File: config.mk
export PLATFORM = sky130hd
export DESIGN_NAME = memory_bank
export DESIGN_NICKNAME = d
export VERILOG_FILES = /design/src/source/dm_pkg.sv /design/src/source/memory_bank.sv
export VERILOG_INCLUDE_DIRS = /design/src /design/src/include
export SDC_FILE = /design/constraint.sdc
export NUM_CORES = 2
export LEC_CHECK = 0
export ABC_AREA = 0
export BUFFER_PORTS_ARGS = -buffer_cell sky130_fd_sc_hd__buf_2
export CAP_MARGIN = 15
export CORE_ASPECT_RATIO = 0.9
export CORE_MARGIN = 3
export CORE_UTILIZATION = 60
export DETAILED_ROUTE_END_ITERATION = 12
export PLACE_DENSITY = 0.76
export SLEW_MARGIN = 20
export SYNTH_ARGS = -nofsm -noshare
export SYNTH_HDL_FRONTEND = slang
export SYNTH_SLANG_ARGS = --single-unit
export TNS_END_PERCENT = 30
File: constraint.sdc
create_clock -name clock -period 3.7 [get_ports clock]
set_input_delay 0.185 -clock clock [delete_from_list [all_inputs] [get_ports clock]]
set_output_delay 0.185 -clock clock [all_outputs]
set_load 0.03 [all_outputs]
File: src/include/dm_consts.svh
`ifndef DM_CONSTS_SVH
`define DM_CONSTS_SVH

// cycles a taken request spends in the delay line before it reaches the banks
`define DM_WAIT_STATE 2

// width of one memory word in bits
`define DM_DATA_WIDTH 32

// byte address width giving 1 KiB or 256 words
`define DM_ADDR_WIDTH 10

// a burst read returns this many words so a line is 64 bytes
`define DM_BURST_LEN 16

// consecutive words land in consecutive word-interleaved banks
`define DM_NUM_BANKS 4

`endif
File: src/source/dm_pkg.sv
`include "dm_consts.svh"

package dm_pkg;

	// address splits derived from the constants header
	localparam int BYTE_BITS  = $clog2(`DM_DATA_WIDTH / 8);
	localparam int WORD_BITS  = `DM_ADDR_WIDTH - BYTE_BITS;
	localparam int BEAT_BITS  = $clog2(`DM_BURST_LEN);
	localparam int LINE_BITS  = WORD_BITS - BEAT_BITS;
	localparam int BANK_BITS  = $clog2(`DM_NUM_BANKS);
	localparam int INDEX_BITS = WORD_BITS - BANK_BITS;
	localparam int BANK_WORDS = 1 << INDEX_BITS;

	// one request as seen at the pins
	typedef struct packed {
		logic                      read;
		logic                      write;
		logic [`DM_ADDR_WIDTH-1:0] address;
		logic [`DM_DATA_WIDTH-1:0] data;
	} dm_req_t;

	// one command to a single bank
	typedef struct packed {
		logic                      read;
		logic                      write;
		logic [INDEX_BITS-1:0]     index;
		logic [`DM_DATA_WIDTH-1:0] data;
	} bank_cmd_t;

	// registered read word of one bank
	typedef struct packed {
		logic [`DM_DATA_WIDTH-1:0] data;
	} bank_rsp_t;

	// travels alongside each read beat so the collector knows which bank answers
	typedef struct packed {
		logic                 valid;
		logic [BANK_BITS-1:0] bank;
		logic                 last;
	} beat_tag_t;

endpackage

File: src/source/memory_bank.sv
`include "dm_consts.svh"

module memory_bank
	import dm_pkg::*;
(
	input  logic      clock,
	input  logic      reset,
	input  bank_cmd_t cmd,
	output bank_rsp_t rsp
);

	logic [`DM_DATA_WIDTH-1:0] mem [BANK_WORDS];

	// every word is cleared so a read after reset returns zeros
	always_ff @(posedge clock) begin
		if (reset) begin
			for (int i = 0; i < BANK_WORDS; i++) begin
				mem[i] <= '0;
			end
		end else if (cmd.write) begin
			mem[cmd.index] <= cmd.data;
		end
	end

	// read port is registered, so data follows the command by one cycle
	always_ff @(posedge clock) begin
		if (reset) begin
			rsp <= '0;
		end else if (cmd.read) begin
			rsp.data <= mem[cmd.index];
		end
	end

endmodule

---- Word level (Yosys, flattened, before mapping) ----
Memory sizes are Yosys's and may differ from the RTL's. A register that Yosys moved wholly into a read port is not among the register bits.
Cells that the tools add are included.
storage, ports and cells
  memory bits (writable) .................. 2048
  memories kept ........................... 1
  output and inout port bits .............. 32
  input port bits ......................... 42
  word-level logic and storage cells ...... 10
  flip-flop bits (word level) ............. 0
memories
  memory  depth  bits a word  read ports  clocked after memory_dff  write ports  RTL line           source
  mem     64     32           1           1                         64           memory_bank.sv:12  logic [`DM_DATA_WIDTH-1:0] mem [BANK_WORDS];
operators by class
  reductions and logical operators ........ 1
  multiplexer cells ....................... 8
operator list
  operator             number
  32-bit 2-to-1 mux    1
  32-bit OR reduction  1
  1-bit 2-to-1 mux     6
  6-bit 2-to-1 mux     1

---- Longest topological paths before layout ----
  depth after elaboration ................. 5
  gate-level depth with buffers ........... 11
  mapped depth without buffers ............ 6

---- Worst setup path before layout ----
OpenSTA, ideal clock, no wires.
  path kind ............................... in2reg
  from .................................... input port cmd[32] (netlist bit)
  to ...................................... memory mem[48][0] (netlist bit) (enable)
  required time ........................... 3.325 ns
  library setup time ...................... 0.375 ns
  stages on the path ...................... 9
  slack ................................... 1.543 ns
  buffers on the path ..................... 3
  arrival ................................. 1.782 ns
  cell sequence ........................... buf_2 -> buf_6 -> inv_2 -> buf_4 -> nand2_1 -> nor2_1 -> nand2_1 -> nor2_1 -> or2_2
RTL lines
  element      RTL line           source
  from (decl)  memory_bank.sv:8   input bank_cmd_t cmd,
  to (decl)    memory_bank.sv:12

==> run metrics <==
Max Cap Viol 0; Pre-antenna DRT Iters 7; placed cells 8,714; I/O pins 74; area grow syn2layout 10.6%; Main synth FF type edfxtp_1; total core area 0.156 sq mm; most numerous cell in the Yosys netlist and2_1; Tmin final 2830 ps; VDD IR max 0.426 mV; worst hold path class in2reg; Fmax 0.353 GHz; total wire length 330,000 um; Tcrit/Tclk final 0.765; area occupied by multi-input gates 0.0296 sq mm; crit path max-delay cell type or2_2; syn_nets approximately 7,000; Filler Cells Inserted 10,700; clk_skew roughly 61 ps; Synth area leader edfxtp_1; Seq/Total Area, Yosys 0.654; max incr delay on CP between 800 and 900 ps; Crit Path Class in2reg; Mapped Cells roughly 7,000; Worst EP required 4150 ps; Clock Pin Slew Worst Setup and Hold Paths approximately 60 ps; Post-synth ARST share 0; worst skew pair latency 890 ps; H-tree levels 4; Worst-Margin Slew between 1000 and 1500 ps; fin cells 9,107; post-synth cell types 74; CTS Root Cell clkbuf_16; share of layout cells above drive strength 1 0.165; Slew HR 0.148; CTS tree yes; power per cell area between 400 and 500 mW/mm^2; clk sinks around 2,100; Max Root-Sink Buffers 3; delay-heaviest family, CP simple AND/OR/NAND/NOR gates; Sequential cell area 0.0621 sq mm; CTS buffer count between 200 and 250; Synth area leaders edfxtp_1, and2_1, a221oi_1; initial antenna violation count 37; status completed; synthesized area per cell approximately 14 sq um; Worst EP arrival 3280 ps; first-pass GRT wire length 462,000 um; HPWL reported at the end of detailed placement 196,000 um; die area 0.163 sq mm; crit path cell chain dlygate4sd3_1 > buf_4 > nor2b_1 > buf_4 > nand3_2 > buf_4 > nor2_2 > or2_2; total number of vias between 60,000 and 70,000; Worst setup EP type flop; cell repeated most along the worst path buf_4; Slew Limit Fails 0; Initial Utilization 0.608; die width 425 um; final hold vios 0; Finish-stage setup viols 0; top post-synthesis cells by count and2_1, edfxtp_1, clkbuf_1; Cell Area, Synth 0.0950 sq mm; WHS 45.6 ps; Critical path buffers and inverters 4; Synth Register Bits 2,080; post-layout util 0.673; crit path launch type input pin; Total GRT Usage 0.403; gr ovfl total 0; vias in the first global route 60,900; IO Port Bufs 73; setup TNS 0 ps; nets@finish 6,881; top cell type's share of synthesized area 0.647; vias per std cell 7.00; DR iter-0 viols 11,700; wire per inst 36.3 um; Final Total Pwr 52.1 mW; height of the die around 380 um; largest net degree at the start of global routing 89; critical path peak fanout 32; ANT nets after route 0; Syn. warnings 0; Post-synth EDFFs 2,048; drt drc 0; GPL Wtd Cong about 1; Resize count post-CTS 0; FP Rows 137; RSZ-0062 raised after global routing no; P_leak roughly 37 nW
==> cell families (layout without fill, tap and decap cells) <==
family                 Yosys count  count (layout)  synth area share
other                            0              17                 0
AO/OA/AOI/OAI                 1062            1062            0.0847
flip-flops                    2080            2080             0.654
multiplexers                   485             485            0.0666
AND/OR/NAND/NOR               2522            2522             0.158
buffers and inverters          753             856            0.0367
==> cell type report <==
type                       count  area share
sequential                  2080       0.591
multi-input combinational   4069       0.282
clock buffer                 265      0.0509
timing repair buffer         482      0.0427
tap                         2085      0.0248
clock inverter               104     0.00770
antenna                       17    0.000405
inverter                       5    0.000274
==> through the flow <==
step	setup WS (ps)	instance area (sq um)
2_1_floorplan	1540	95000
6_report	868	105000
5_1_grt	863	105000
3_3_place_gp	261	98800
4_1_cts	1020	105000
3_5_place_dp	297	98800
==> worst paths after layout <==
path	from	slack (ps)	depth (start not counted)	to
max	reset	870	8	mem[4][8]$_SDFFCE_PN0P_
min	cmd[15]	50	2	mem[50][15]$_SDFFCE_PN0P_
max reg2reg	mem[56][13]$_SDFFCE_PN0P_	880	7	rsp[13]$_SDFFE_PP0P_
min reg2reg	rsp[22]$_SDFFE_PP0P_	580	2	rsp[22]$_SDFFE_PP0P_
==> power by group <==
part / switching [mW] / internal, mW / total (mW)
clock network: 9.05 / 10.7 / 19.8
logic: 3.41 / 1.39 / 4.81
registers: 0.419 / 27.1 / 27.5
total: 12.9 / 39.2 / 52.1
==> worst register-to-register path: cells and delay by family, from the launching register on <==
kind | cells | cell delay (ps)
compound gates | 3 | 750
simple gates | 1 | 330
flops | 1 | 390
buf+inv | 1 | 160
mux | 2 | 1030
==> placed cells by master, fill, tap and decap left out, types with 19 or more instances in the layout <==
master and instances:
a221o_1 36, mux2i_1 161, mux2_2 156, clkinv_2 26, dfxtp_1 32, clkbuf_1 57, buf_4 333, o21ai_1 28
nor2_1 147, a22oi_1 207, o22ai_1 91, a21oi_1 123, nand2_1 104, nor2_2 68, a31oi_1 19, buf_12 79
edfxtp_1 2048, o221ai_1 23, buf_2 62, nand3_1 26, a22o_1 51, mux4_2 94, clkbuf_16 202, or2_2 67
o21ai_0 58, a221oi_1 275, mux2_1 72, and2_1 2048, clkinv_1 50
==> state kept, by name, indices dropped and copies added, names as in the netlist <==
name,count
mem,2048
rsp,32
==> routing by layer <==
| metal | vias to the layer above | track usage | share of wire |
|---|---|---|---|
| met5 | - | 0.000298 | 0.00045 |
| met4 | 24 | 0.244 | 0.075 |
| met3 | 1117 | 0.149 | 0.17 |
| met2 | 5815 | 0.567 | 0.42 |
| met1 | 31500 | 0.535 | 0.33 |
| li1 | 25300 | - | - |
==> repair_timing <==
action                    4_1_cts  5_1_grt
hold endpoints to repair       18       27
hold buffers                    3        2
setup buffers                   0        0
Power figures use the tool's default switching activity.
