### src/include/dm_consts.svh
`ifndef DM_CONSTS_SVH
`define DM_CONSTS_SVH

// cycles a taken request spends in the delay line before it reaches the banks
`define DM_WAIT_STATE 2

// width of one memory word in bits
`define DM_DATA_WIDTH 32

// byte address width giving 1 KiB or 256 words
`define DM_ADDR_WIDTH 10

// a burst read returns this many words so a line is 64 bytes
`define DM_BURST_LEN 16

// consecutive words land in consecutive word-interleaved banks
`define DM_NUM_BANKS 4

`endif
### src/source/dm_pkg.sv
`include "dm_consts.svh"

package dm_pkg;

	// address splits derived from the constants header
	localparam int BYTE_BITS  = $clog2(`DM_DATA_WIDTH / 8);
	localparam int WORD_BITS  = `DM_ADDR_WIDTH - BYTE_BITS;
	localparam int BEAT_BITS  = $clog2(`DM_BURST_LEN);
	localparam int LINE_BITS  = WORD_BITS - BEAT_BITS;
	localparam int BANK_BITS  = $clog2(`DM_NUM_BANKS);
	localparam int INDEX_BITS = WORD_BITS - BANK_BITS;
	localparam int BANK_WORDS = 1 << INDEX_BITS;

	// one request as seen at the pins
	typedef struct packed {
		logic                      read;
		logic                      write;
		logic [`DM_ADDR_WIDTH-1:0] address;
		logic [`DM_DATA_WIDTH-1:0] data;
	} dm_req_t;

	// one command to a single bank
	typedef struct packed {
		logic                      read;
		logic                      write;
		logic [INDEX_BITS-1:0]     index;
		logic [`DM_DATA_WIDTH-1:0] data;
	} bank_cmd_t;

	// registered read word of one bank
	typedef struct packed {
		logic [`DM_DATA_WIDTH-1:0] data;
	} bank_rsp_t;

	// travels alongside each read beat so the collector knows which bank answers
	typedef struct packed {
		logic                 valid;
		logic [BANK_BITS-1:0] bank;
		logic                 last;
	} beat_tag_t;

endpackage

### src/source/burst_collector.sv
`include "dm_consts.svh"

module burst_collector
	import dm_pkg::*;
(
	input  logic                      clock,
	input  logic                      reset,
	input  beat_tag_t                 beat_tag,
	input  bank_rsp_t                 bank_rsp [`DM_NUM_BANKS],
	output logic [`DM_DATA_WIDTH-1:0] read_data,
	output logic                      read_ready,
	output logic                      read_last
);

	beat_tag_t                 tag_d;
	logic [`DM_DATA_WIDTH-1:0] beat_word;

	// the tag is one cycle ahead of the bank's registered word
	always_ff @(posedge clock) begin
		if (reset) begin
			tag_d <= '0;
		end else begin
			tag_d <= beat_tag;
		end
	end

	assign beat_word = bank_rsp[tag_d.bank].data;

	// data holds its last value between bursts, only the strobes drop
	always_ff @(posedge clock) begin
		if (reset) begin
			read_data  <= '0;
			read_ready <= 1'b0;
			read_last  <= 1'b0;
		end else begin
			read_ready <= tag_d.valid;
			read_last  <= tag_d.valid && tag_d.last;
			if (tag_d.valid) begin
				read_data <= beat_word;
			end
		end
	end

endmodule

### config.mk
export PLATFORM = sky130hd
export DESIGN_NAME = burst_collector
export DESIGN_NICKNAME = d
export VERILOG_FILES = /design/src/source/dm_pkg.sv /design/src/source/burst_collector.sv
export VERILOG_INCLUDE_DIRS = /design/src /design/src/include
export SDC_FILE = /design/constraint.sdc
export NUM_CORES = 1
export LEC_CHECK = 0
export ABC_CLOCK_PERIOD_IN_PS = 2000
export BUFFER_PORTS_ARGS = -buffer_cell sky130_fd_sc_hd__buf_2
export CELL_PAD_IN_SITES_DETAIL_PLACEMENT = 1
export CELL_PAD_IN_SITES_GLOBAL_PLACEMENT = 2
export CORE_AREA = 2 2 101 103
export DETAILED_ROUTE_END_ITERATION = 6
export DIE_AREA = 0 0 103 105
export PLACE_DENSITY = 0.95
export SLEW_MARGIN = 20
export SYNTH_ARGS = -nofsm -noshare
export SYNTH_HDL_FRONTEND = slang
export SYNTH_SLANG_ARGS = --single-unit
### constraint.sdc
create_clock -name clock -period 2 [get_ports clock]
set_input_delay 0.6 -clock clock [delete_from_list [all_inputs] [get_ports clock]]
set_output_delay 0.6 -clock clock [all_outputs]
set_load 0.02 [all_outputs]
; After elaboration in Yosys (flattened, before gate mapping)
; Index checks and enable logic that the tools add are counted.
[word_totals]
register_bits = 38
input_bits = 134
[op_classes]
order_cmp = 1
n_mux = 3
n_bitwise = 1
reduce_logical = 1
[op_table]
columns = cell, count
row1 = $bmux 32 s2, 1
row2 = $mux 32, 2
row3 = $ge 3x3->1 const B, 1
row4 = $not 2->3, 1
row5 = $logic_and 1x1->1, 1

; Longest topological paths before layout
; Gate-level depths: netlist of run 1.
[logic_depth]
word_depth = 4
depth_mapped = 4
ltp_nobuf = 2

; Worst setup path after synthesis of run 1
; Ideal clock, no wire load.
[synth_timing]
path_kind = input to register
from = input port reset
to = register read_data[22]
setup_ps = 79
arrival_ps = 1415
t_required_ps = 1921
path_slack_ps = 506
path_stages = 4
path_buffers = 2
cell_sequence = buf_2 clkbuf_1 or3b_2 o221ai_2
[synth_lines]
columns = element, line
row1 = from (decl), burst_collector.sv:7  ; input logic reset,
row2 = to (signal assigned), burst_collector.sv:39  ; read_data <= beat_word;
row3 = to (decl), burst_collector.sv:10  ; output logic [`DM_DATA_WIDTH-1:0] read_data,

; Worst setup path in the final report of run 1
[layout_timing]
from = register read_data[28]
to = output port read_data[28]
; No word-level cell between the ends.

==> summary.md, run 1 <==
| Metric | Value |
|---|---|
| Slowest cell on crit path | `dfxtp_1` |
| Slew @ Worst Pin | `452 ps` |
| Largest cells by area after synthesis | `dfxtp_1 (32%), mux2i_1 (27%), o221ai_2 (19%)` |
| Static Leak | `0.00154 uW` |
| Synth area leader | `dfxtp_1` |
| Layout cells sized above 1 | `68.6%` |
| Top-Level Pins | `168` |
| DR WL met2 | `3650 um` |
| PortBufs | `167` |
| Worst setup SP type | `flip-flop` |
| Mean Syn Cell Area | `12.1 um^2` |
| PwrDens | `545 mW/mm^2` |
| GP Congestion | `0.691` |
| DRT met1 WL | `2930 um` |
| Largest net degree at the start of global routing | `37` |
| # clock sinks | `38` |
| Sw Ratio | `28.3%` |
| Seq pwr share | `44.6%` |
| Initial Util | `24.5%` |
| Worst Clk Skew | `7.38 ps` |
| Status | `finished clean` |
| Post-Route WL | `7210 um` |
| Final setup viols | `0` |
| Final period util | `70.3%` |
| Nets | `490` |
| Die Ht | `105 um` |
| GRT Total Usage | `13.3%` |
| Critical Path RT | `1400 ps` |
| Largest stage delay on the critical path | `340 ps` |
| Final hold vios | `0` |
| WL met3 | `554 um` |
| CTS tree | `built` |
| Initial antenna violation count | `0` |
| MaxCap Viol Count | `0` |
| Leading cell types in the layout, fill and taps excluded | `buf_2 (167), mux2i_1 (64), dfxtp_1 (37), or3b_2 (32), o221ai_2 (30)` |
| Highest metal used | `met4` |
| RSZ-0062 raised after global routing | `false` |
| #FFs+latches synth | `38` |
| CTS Root Cell | `clkbuf_8` |
| Die ar. | `0.0108 mm^2` |
| CP arrival | `810 ps` |
| Pint | `1320 uW` |
| FILL cells | `1,171` |
| Worst-case vdd ir drop | `0.000251 V` |
| Synth Instances | `195` |
| Fin crit period | `1410 ps` |
| Sw Pwr | `523 uW` |
| CTS max path bufs | `2` |
| Worst-path fanout max | `2` |
| Post-synth cell types | `15` |
| Overflow after GRT | `0` |
| First-pass iteration count of the detailed router | `2` |
| Slew headroom | `69.9%` |
| Clock power share | `29.4%` |
| Row Count | `36` |
| Synth-to-Final Area Change | `43.3%` |
| Most common cell after layout, fill and taps aside | `buf_2` |
| Critical Setup Path Class | `flip-flop to output pin` |
| Worst Path Buf+Inv | `1` |
| Hold WC Path Type | `flip-flop to flip-flop` |
| Crit-path leading delay family | `flip-flops` |
| Post-synth top area share | `32.2%` |
| Finished Cell Area | `0.00339 mm^2` |
| Max Fclk | `0.711 GHz` |
| Net Count, Synth | `329` |
| Post-CTS sizing | `0` |
| HPWL Detailed | `5760 um` |
| Post-route DRC violation count | `0` |
| Sequential share of the synthesized area | `32.2%` |
| Clock Latency Late Sink | `280 ps` |
| First-pass GRT wire length | `11,700 um` |
| Final Slew Violations | `0` |
| Combinational power share | `26.0%` |
| Synth Cell Area | `0.00236 mm^2` |
| CTS Buf Count | `5` |
| Initial DRC count | `15` |
| Antenna cell count | `0` |
| Die W | `103 um` |
| Post-CTS Setup Repair Bufs | `0` |
| Crit end category | `output pin` |
| Avg WL per Cell | `14.7 um` |
| Post-DRT Antenna Nets | `0` |
| DP Area | `0.00329 mm^2` |
| Vias in the first global route | `2,530` |
| CP cell instances | `buf_2` |
| H-tree depth | `2` |
| Core Area | `0.00964 mm^2` |
| Syn. warnings | `0` |
| Avg Vias per Cell | `4.55` |
| Hold Buf Count CTS | `0` |
| Total Neg Setup Slack | `0 ps` |
| DR vias | `2,230` |
| Clock-pin slew on the worst setup and hold paths | `80 ps` |
path summary, 6_finish.rpt:
kind,start,endpoint,cells past startpoint,slack (ps)
setup reg to reg,tag_d[3],read_data[16],4,670
hold / removal,tag_d[0],read_last,1,450
hold reg to reg,tag_d[0],read_last,1,450
setup / recovery,read_data[28],read_data[28],1,590
sequential cells by signal, summed over array words and instances (netlist names):
register,cells
read_data,32
tag_d,4
read_last,1
read_ready,1
area by class of cell:
type | instances | area, um^2 | share of cell area, %
repair buffers | 175 | 921 | 27.2
clock buffers | 7 | 86.3 | 2.55
flip-flops and latches | 38 | 764 | 22.6
multi-input cells | 136 | 1440 | 42.6
well taps | 133 | 166 | 4.92
clock inverters | 1 | 5.00 | 0.148
through the flow:
stage / util, % / hold WS, ps / setup WS, ps / power (uW) / std cells
floorplan: - / 406 / 506 / 1120 / 195
detailed placement: 34.2 / 435 / 280 / 1330 / 482
global route: 35.1 / 490 / 522 / 1970 / 490
finish: 35.1 / 452 / 593 / 1840 / 490
CTS: 35.1 / 460 / 571 / 1900 / 490
global placement: 34.2 / 411 / 315 / 1310 / 482
layer usage:
| metal | global-route usage (%) | vias to the layer above |
|---|---|---|
| met2 | 24.5 | 95 |
| met3 | 3.21 | 9 |
| met1 | 15.1 | 1040 |
| met4 | 3.38 | 0 |
| li1 | - | 1086 |
| met5 | 0 | - |
kinds of logic (layout without fill, tap and decap cells):
logic type	after synthesis	after routing	share of synthesized area (%)
mux	64	64	27.1
simple gates	40	40	14.1
flops	38	38	32.2
compound gates	32	32	19.8
buf+inv	21	183	6.73
Yosys cell counts:
library cell and number:
buf_6 1, or3b_1 2, o221ai_1 2, and2_1 1, or3b_2 31, buf_2 12
clkbuf_1 3, o221ai_2 30, nor2b_1 5, nand3b_1 1, dfxtp_1 38, buf_4 1
buf_12 3, mux2i_1 64, dlygate4sd1_1 1
power groups by stage:
stage	sequential, uW	clock [uW]	combinational, uW
6_report	822	542	480
5_1_grt	828	620	526
4_1_cts	822	584	489
3_5_place_dp	839	0	489
3_3_place_gp	838	0	473
2_1_floorplan	888	0	231
(Power assumes the default switching activity.)
==> inputs of run 2 (changes only) <==
--- a/config.mk
+++ b/config.mk
@@ -6,14 +6,15 @@
 export SDC_FILE = /design/constraint.sdc
 export NUM_CORES = 1
 export LEC_CHECK = 0
-export ABC_CLOCK_PERIOD_IN_PS = 2000
+export ABC_AREA = 1
+export ABC_CLOCK_PERIOD_IN_PS = 1300
 export BUFFER_PORTS_ARGS = -buffer_cell sky130_fd_sc_hd__buf_2
 export CELL_PAD_IN_SITES_DETAIL_PLACEMENT = 1
 export CELL_PAD_IN_SITES_GLOBAL_PLACEMENT = 2
-export CORE_AREA = 2 2 101 103
+export CORE_AREA = 2 2 115 117
 export DETAILED_ROUTE_END_ITERATION = 6
-export DIE_AREA = 0 0 103 105
-export PLACE_DENSITY = 0.95
+export DIE_AREA = 0 0 117 119
+export PLACE_DENSITY = 0.89
 export SLEW_MARGIN = 20
 export SYNTH_ARGS = -nofsm -noshare
 export SYNTH_HDL_FRONTEND = slang
==> constraint.sdc (replaced) <==
create_clock -name clock -period 1.3 [get_ports clock]
set_input_delay 0.39 -clock clock [delete_from_list [all_inputs] [get_ports clock]]
set_output_delay 0.39 -clock clock [all_outputs]
set_load 0.02 [all_outputs]
==> run 2 against run 1 <==
Effect of this change: clock skew is 2.7 ps lower; global-route usage is 0.82 points lower; clock power is 130% higher; critical path type unchanged; critical endpoint is now read_data[31]; largest power group unchanged.
==> summary.md, run 2 <==
| Metric | Value |
|---|---|
| Worst-case vdd ir drop | `0.000459 V` |
| Number of synthesized flops with an enable pin | `0` |
| Combinational power share | `25.1%` |
| Largest cells by area after synthesis | `dfxtp_1 (34%), nand2_1 (27%), nand3_1 (14%)` |
| Sw Ratio | `29.7%` |
| Register with the most flip-flops | `read_data` |
| Fin crit period | `1200 ps` |
| Post-DRT Antenna Nets | `0` |
| Post-Route WL | `8910 um` |
| Top flop regs | `read_data x32, tag_d x4` |
| Footprint of the multi-input gates | `0.00127 mm^2` |
| Crit-path leading delay family | `flip-flops` |
| CTS max path bufs | `2` |
| Initial DRC count | `97` |
| Final setup viols | `0` |
| Vias in the first global route | `3,001` |
| Post-route DRC violation count | `0` |
| Initial Util | `17.4%` |
| Critical Path RT | `910 ps` |
| First-pass GRT wire length | `14,000 um` |
| CP cell instances | `buf_2` |
| Clock Latency Late Sink | `280 ps` |
| CTS Root Cell | `clkbuf_16` |
| Die ar. | `0.0139 mm^2` |
| Pint | `2370 uW` |
| Post-synth cell types | `11` |
| Placed insts | `696` |
| Avg WL per Cell | `12.7 um` |
| Row Count | `42` |
| Total Neg Setup Slack | `0 ps` |
| Max Fclk | `0.834 GHz` |
| Crit end category | `output pin` |
| Synth-to-Final Area Change | `52.8%` |
| Status | `finished clean` |
| Core Area | `0.0129 mm^2` |
| PwrDens | `985 mW/mm^2` |
| Synth Instances | `371` |
| Net Count, Synth | `505` |
| Worst-path fanout max | `2` |
| # clock sinks | `38` |
| HPWL Detailed | `7150 um` |
| Primary FF master, synth | `dfxtp_1` |
| Final hold vios | `0` |
| Slew @ Worst Pin | `260 ps` |
| Antenna cell count | `0` |
| Initial antenna violation count | `0` |
| FILL cells | `1,679` |
| Largest net degree at the start of global routing | `45` |
| RSZ-0062 raised after global routing | `false` |
| Synth Cell Area | `0.00224 mm^2` |
| Die Ht | `119 um` |
| Largest stage delay on the critical path | `350 ps` |
| CTS Buf Count | `5` |
| Worst setup SP type | `flip-flop` |
| Worst Path Buf+Inv | `1` |
| Syn. warnings | `0` |
| PortBufs | `167` |
| Overflow after GRT | `0` |
| Critical Setup Path Class | `flip-flop to output pin` |
| Post-synth top cells | `nand2_1 (161), nand3_1 (64), dfxtp_1 (38)` |
| First-pass iteration count of the detailed router | `4` |
| Leading cell types in the layout, fill and taps excluded | `buf_2 (167), nand2_1 (161), nand3_1 (64), dfxtp_1 (36)` |
| Slew headroom | `82.7%` |
| Die W | `117 um` |
| Register Area | `763 um^2` |
| Final Slew Violations | `0` |
| Sw Pwr | `1000 uW` |
| Final core utilization | `26.6%` |
| Worst slack, placed | `155 ps` |
| H-tree depth | `2` |
| Hold Buf Count CTS | `0` |
| #FFs+latches synth | `38` |
| MaxCap Viol Count | `0` |
| Post-synth ARST share | `0%` |
| Sequential share of the synthesized area | `34.0%` |
| Clock power share | `36.8%` |
| Synth area leader | `dfxtp_1` |
| Worst Clk Skew | `4.70 ps` |
| Final period util | `92.3%` |
| FF-to-FF setup slack | `200 ps` |
| Post-synth top area share | `34.0%` |
| Most common cell in the netlist | `nand2_1` |
| Avg Vias per Cell | `4.20` |
| Hold slack | `327 ps` |
| CP arrival | `810 ps` |
| Layout cells sized above 1 | `36.0%` |
| Post-CTS sizing | `0` |
| Nets | `661` |
| GRT Total Usage | `12.5%` |
| Seq pwr share | `38.1%` |
| GP Congestion | `0.783` |
| Hold WC Path Type | `input pin to flip-flop` |
| Final worst setup slack | `100 ps` |
| Static Leak | `0.00185 uW` |
| Clock-pin slew on the worst setup and hold paths | `60 ps` |
| Non-filler cells, final | `704` |
| Post-CTS Setup Repair Bufs | `0` |
| DR vias | `2,954` |
| CTS tree | `built` |
| Top-Level Pins | `168` |
| Number of flip-flops in the largest register | `32` |
| Mean Syn Cell Area | `6.03 um^2` |
| Slowest cell on crit path | `dfxtp_1` |
| Most common cell after layout, fill and taps aside | `buf_2` |
==> run 2: final timing paths <==
| kind | startpoint | endpoint | depth (start not counted) |
|---|---|---|---|
| setup / recovery | read_data[31] | read_data[31] | 1 |
| hold / removal | beat_tag[2] | tag_d[2] | 3 |
| setup reg to reg | tag_d[1] | read_data[21] | 6 |
| hold reg to reg | tag_d[0] | read_last | 2 |
==> run 2: power by group through the flow <==
stage	Sequential (uW)	Clock [uW]	Combinational, uW
after global placement	1310	0	839
after detailed placement	1310	0	862
after global routing	1290	1350	958
final	1280	1240	845
after CTS	1290	1310	866
after floorplan	1390	0	377
==> run 2: cell type report <==
class                           instances  area share, %
Clock inverter                          2          0.366
Clock buffer                            6           4.06
Multi-Input combinational cell        295           37.1
Timing Repair Buffer                  179           28.9
Inverter                                8          0.878
Sequential cell                        38           22.3
Tap cell                              176           6.44
==> run 2: metrics by stage <==
step | instance area (um^2) | power (uW)
global placement | 3270 | 2150
floorplan | 2240 | 1760
CTS | 3420 | 3460
finish | 3420 | 3370
detailed placement | 3270 | 2170
global route | 3420 | 3600
==> run 2: cell families (layout without fill, tap and decap cells) <==
| family | Yosys count | in the layout | share of synthesized area [%] |
|---|---|---|---|
| buffers and inverters | 38 | 195 | 9.39 |
| DFF | 38 | 38 | 34.0 |
| AOI/OAI and AO/OA | 64 | 64 | 14.3 |
| and+or+nand+nor | 231 | 231 | 42.3 |
==> run 2: metal layers <==
| metal | wire length [um] | share of wire [%] | track usage, % | vias to the layer above |
|---|---|---|---|---|
| met5 | 0 | 0 | 0 | - |
| met4 | 18 | 0.20 | 1.54 | 0 |
| met3 | 734 | 8.2 | 3.00 | 2 |
| met2 | 4440 | 50 | 23.6 | 114 |
| met1 | 3720 | 42 | 14.4 | 1319 |
| li1 | - | - | - | 1519 |
==> inputs of run 3 (changes only) <==
--- a/config.mk
+++ b/config.mk
@@ -11,10 +11,12 @@
 export BUFFER_PORTS_ARGS = -buffer_cell sky130_fd_sc_hd__buf_2
 export CELL_PAD_IN_SITES_DETAIL_PLACEMENT = 1
 export CELL_PAD_IN_SITES_GLOBAL_PLACEMENT = 2
-export CORE_AREA = 2 2 115 117
+export CORE_AREA = 2 2 112 114
+export CTS_BUF_LIST = sky130_fd_sc_hd__clkbuf_4
 export DETAILED_ROUTE_END_ITERATION = 6
-export DIE_AREA = 0 0 117 119
-export PLACE_DENSITY = 0.89
+export DIE_AREA = 0 0 114 116
+export PLACE_DENSITY = 0.93
+export SETUP_SLACK_MARGIN = 0.4
 export SLEW_MARGIN = 20
 export SYNTH_ARGS = -nofsm -noshare
 export SYNTH_HDL_FRONTEND = slang
==> run 3 against run 2 <==
Effect of this change: global-route usage is 4.3 points higher; final cell count is 1.1% lower; largest cell class unchanged; critical endpoint is now read_data[24]; via count is 7.8% higher.
==> summary.md, run 3 (synthesized netlist as in run 2, its figures left out) <==
| Metric | Value |
|---|---|
| RSZ-0062 raised after global routing | `true` |
| PortBufs | `167` |
| Die ar. | `0.0132 mm^2` |
| Hold WC Path Type | `input pin to flip-flop` |
| # clock sinks | `38` |
| Synth-to-Final Area Change | `109%` |
| Worst Path Buf+Inv | `3` |
| Nets | `682` |
| Avg WL per Cell | `16.1 um` |
| Hold Buf Count CTS | `0` |
| H-tree depth | `2` |
| First-pass GRT wire length | `17,400 um` |
| Clock Latency Late Sink | `330 ps` |
| Worst-case vdd ir drop | `0.000286 V` |
| Largest stage delay on the critical path | `400 ps` |
| Largest net degree at the start of global routing | `37` |
| Antenna cell count | `0` |
| Max Fclk | `0.822 GHz` |
| FILL cells | `1,478` |
| Worst setup SP type | `flip-flop` |
| GP Congestion | `0.732` |
| Most used cell along the critical path | `nand2_1` |
| Worst r2r src | `tag_d[1]` |
| First-pass iteration count of the detailed router | `4` |
| Row Count | `40` |
| Register with the most flip-flops | `read_data` |
| Register Area | `810 um^2` |
| CTS Root Cell | `clkbuf_4` |
| PwrDens | `695 mW/mm^2` |
| CP arrival | `1440 ps` |
| GRT Total Usage | `16.8%` |
| Static Leak | `0.00241 uW` |
| Number of flip-flops in the largest register | `32` |
| Initial Util | `18.8%` |
| Overflow after GRT | `0` |
| Worst Clk Skew | `9.39 ps` |
| Vias in the first global route | `3,509` |
| Post-Route WL | `11,200 um` |
| Slew @ Worst Pin | `269 ps` |
| Critical Path RT | `1530 ps` |
| DR vias | `3,184` |
| Final core utilization | `39.3%` |
| Post-DRT Antenna Nets | `0` |
| Final setup viols | `0` |
| Initial DRC count | `79` |
| Worst slack, placed | `139 ps` |
| Slew headroom | `81.8%` |
| CP Launch Point | `tag_d[1]` |
| Die W | `114 um` |
| Worst-path fanout max | `7` |
| Layout cells sized above 1 | `67.0%` |
| Post-route DRC violation count | `0` |
| Top flop regs | `read_data x32, tag_d x4` |
| CTS max path bufs | `2` |
| Final Slew Violations | `0` |
| Crit-path leading delay family | `buffers and inverters` |
| Die Ht | `116 um` |
| MaxCap Viol Count | `0` |
| Avg Vias per Cell | `4.57` |
| Crit end category | `flip-flop` |
| CTS Buf Count | `5` |
| Critical Setup Path Class | `flip-flop to flip-flop` |
| CTS tree | `built` |
| Leading cell types in the layout, fill and taps excluded | `buf_2 (133), nand2_1 (94), buf_6 (41), nand3_2 (39), dfxtp_2 (36)` |
| Slowest cell on crit path | `dfxtp_4` |
| Core Area | `0.0119 mm^2` |
| Final hold vios | `0` |
| Hold slack | `246 ps` |
| HP Start | `beat_tag[2]` |
| Final period util | `93.6%` |
| Footprint of the multi-input gates | `0.00187 mm^2` |
| Total Neg Setup Slack | `0 ps` |
| Most common cell after layout, fill and taps aside | `buf_2` |
| Initial antenna violation count | `0` |
| CP cell instances | `buf_6 -> buf_12 -> clkbuf_16 -> nand2_1 -> nand3_1 -> nand2_1 -> a21oi_2` |
| Status | `finished clean` |
| Fin crit period | `1220 ps` |
| HPWL Detailed | `6710 um` |
| Final worst setup slack | `83.8 ps` |
| Top-Level Pins | `168` |
| Clock-pin slew on the worst setup and hold paths | `110 ps` |
run 3: final timing paths:
check | endpoint | slack (ps) | cells after the start
worst max-delay path | read_data[24] | 80 | 7
worst min register to register | read_last | 430 | 2
worst min-delay path | tag_d[2] | 250 | 3
worst max register to register | read_data[24] | 80 | 7
run 3: layer usage:
layer  vias to the layer above  track usage, %  routed length (um)
met4                         0            3.09                  73
met5                         -               0                   0
li1                       1572               -                   -
met1                      1501            19.1                4650
met2                       103            32.3                5840
met3                         8            3.82                 677
run 3: timing repair:
item	4_1_cts	5_1_grt
resized for setup	240	51
buffers inserted	12	0
hold endpoints to repair	0	0
setup endpoints to repair	66	66
gates cloned	11	1
pin swaps	77	44
run 3: layout make-up:
cell class / count / area share (%)
tap: 147 / 3.93
inverter: 8 / 0.962
sequential: 38 / 17.3
multi-input combinational: 295 / 40.0
clock buffer: 5 / 0.801
clock inverter: 3 / 0.240
timing repair buffer: 200 / 36.8
run 3: worst register-to-register path, cell delays in order, from the launching register on:
cell and delay [ps]:
dfxtp_4 400, buf_6 150, buf_12 130, clkbuf_16 150, nand2_1 70, nand3_1 70, nand2_1 90, a21oi_2 50
run 3: where the power goes:
| group | leakage, uW | total, uW | internal [uW] | switching (uW) |
|---|---|---|---|---|
| combinational | 0.00205 | 1370 | 674 | 695 |
| sequential | 0.000327 | 1320 | 1260 | 61.4 |
| clock | 0.0000277 | 566 | 193 | 373 |
run 3: stage by stage:
| stage | cells | cell area [um^2] | total power (uW) |
|---|---|---|---|
| 3_3_place_gp | 664 | 3200 | 2120 |
| 2_1_floorplan | 371 | 2300 | 1790 |
| 5_1_grt | 696 | 4680 | 3480 |
| 6_report | 696 | 4680 | 3250 |
| 4_1_cts | 695 | 4470 | 3220 |
| 3_5_place_dp | 664 | 3200 | 2150 |
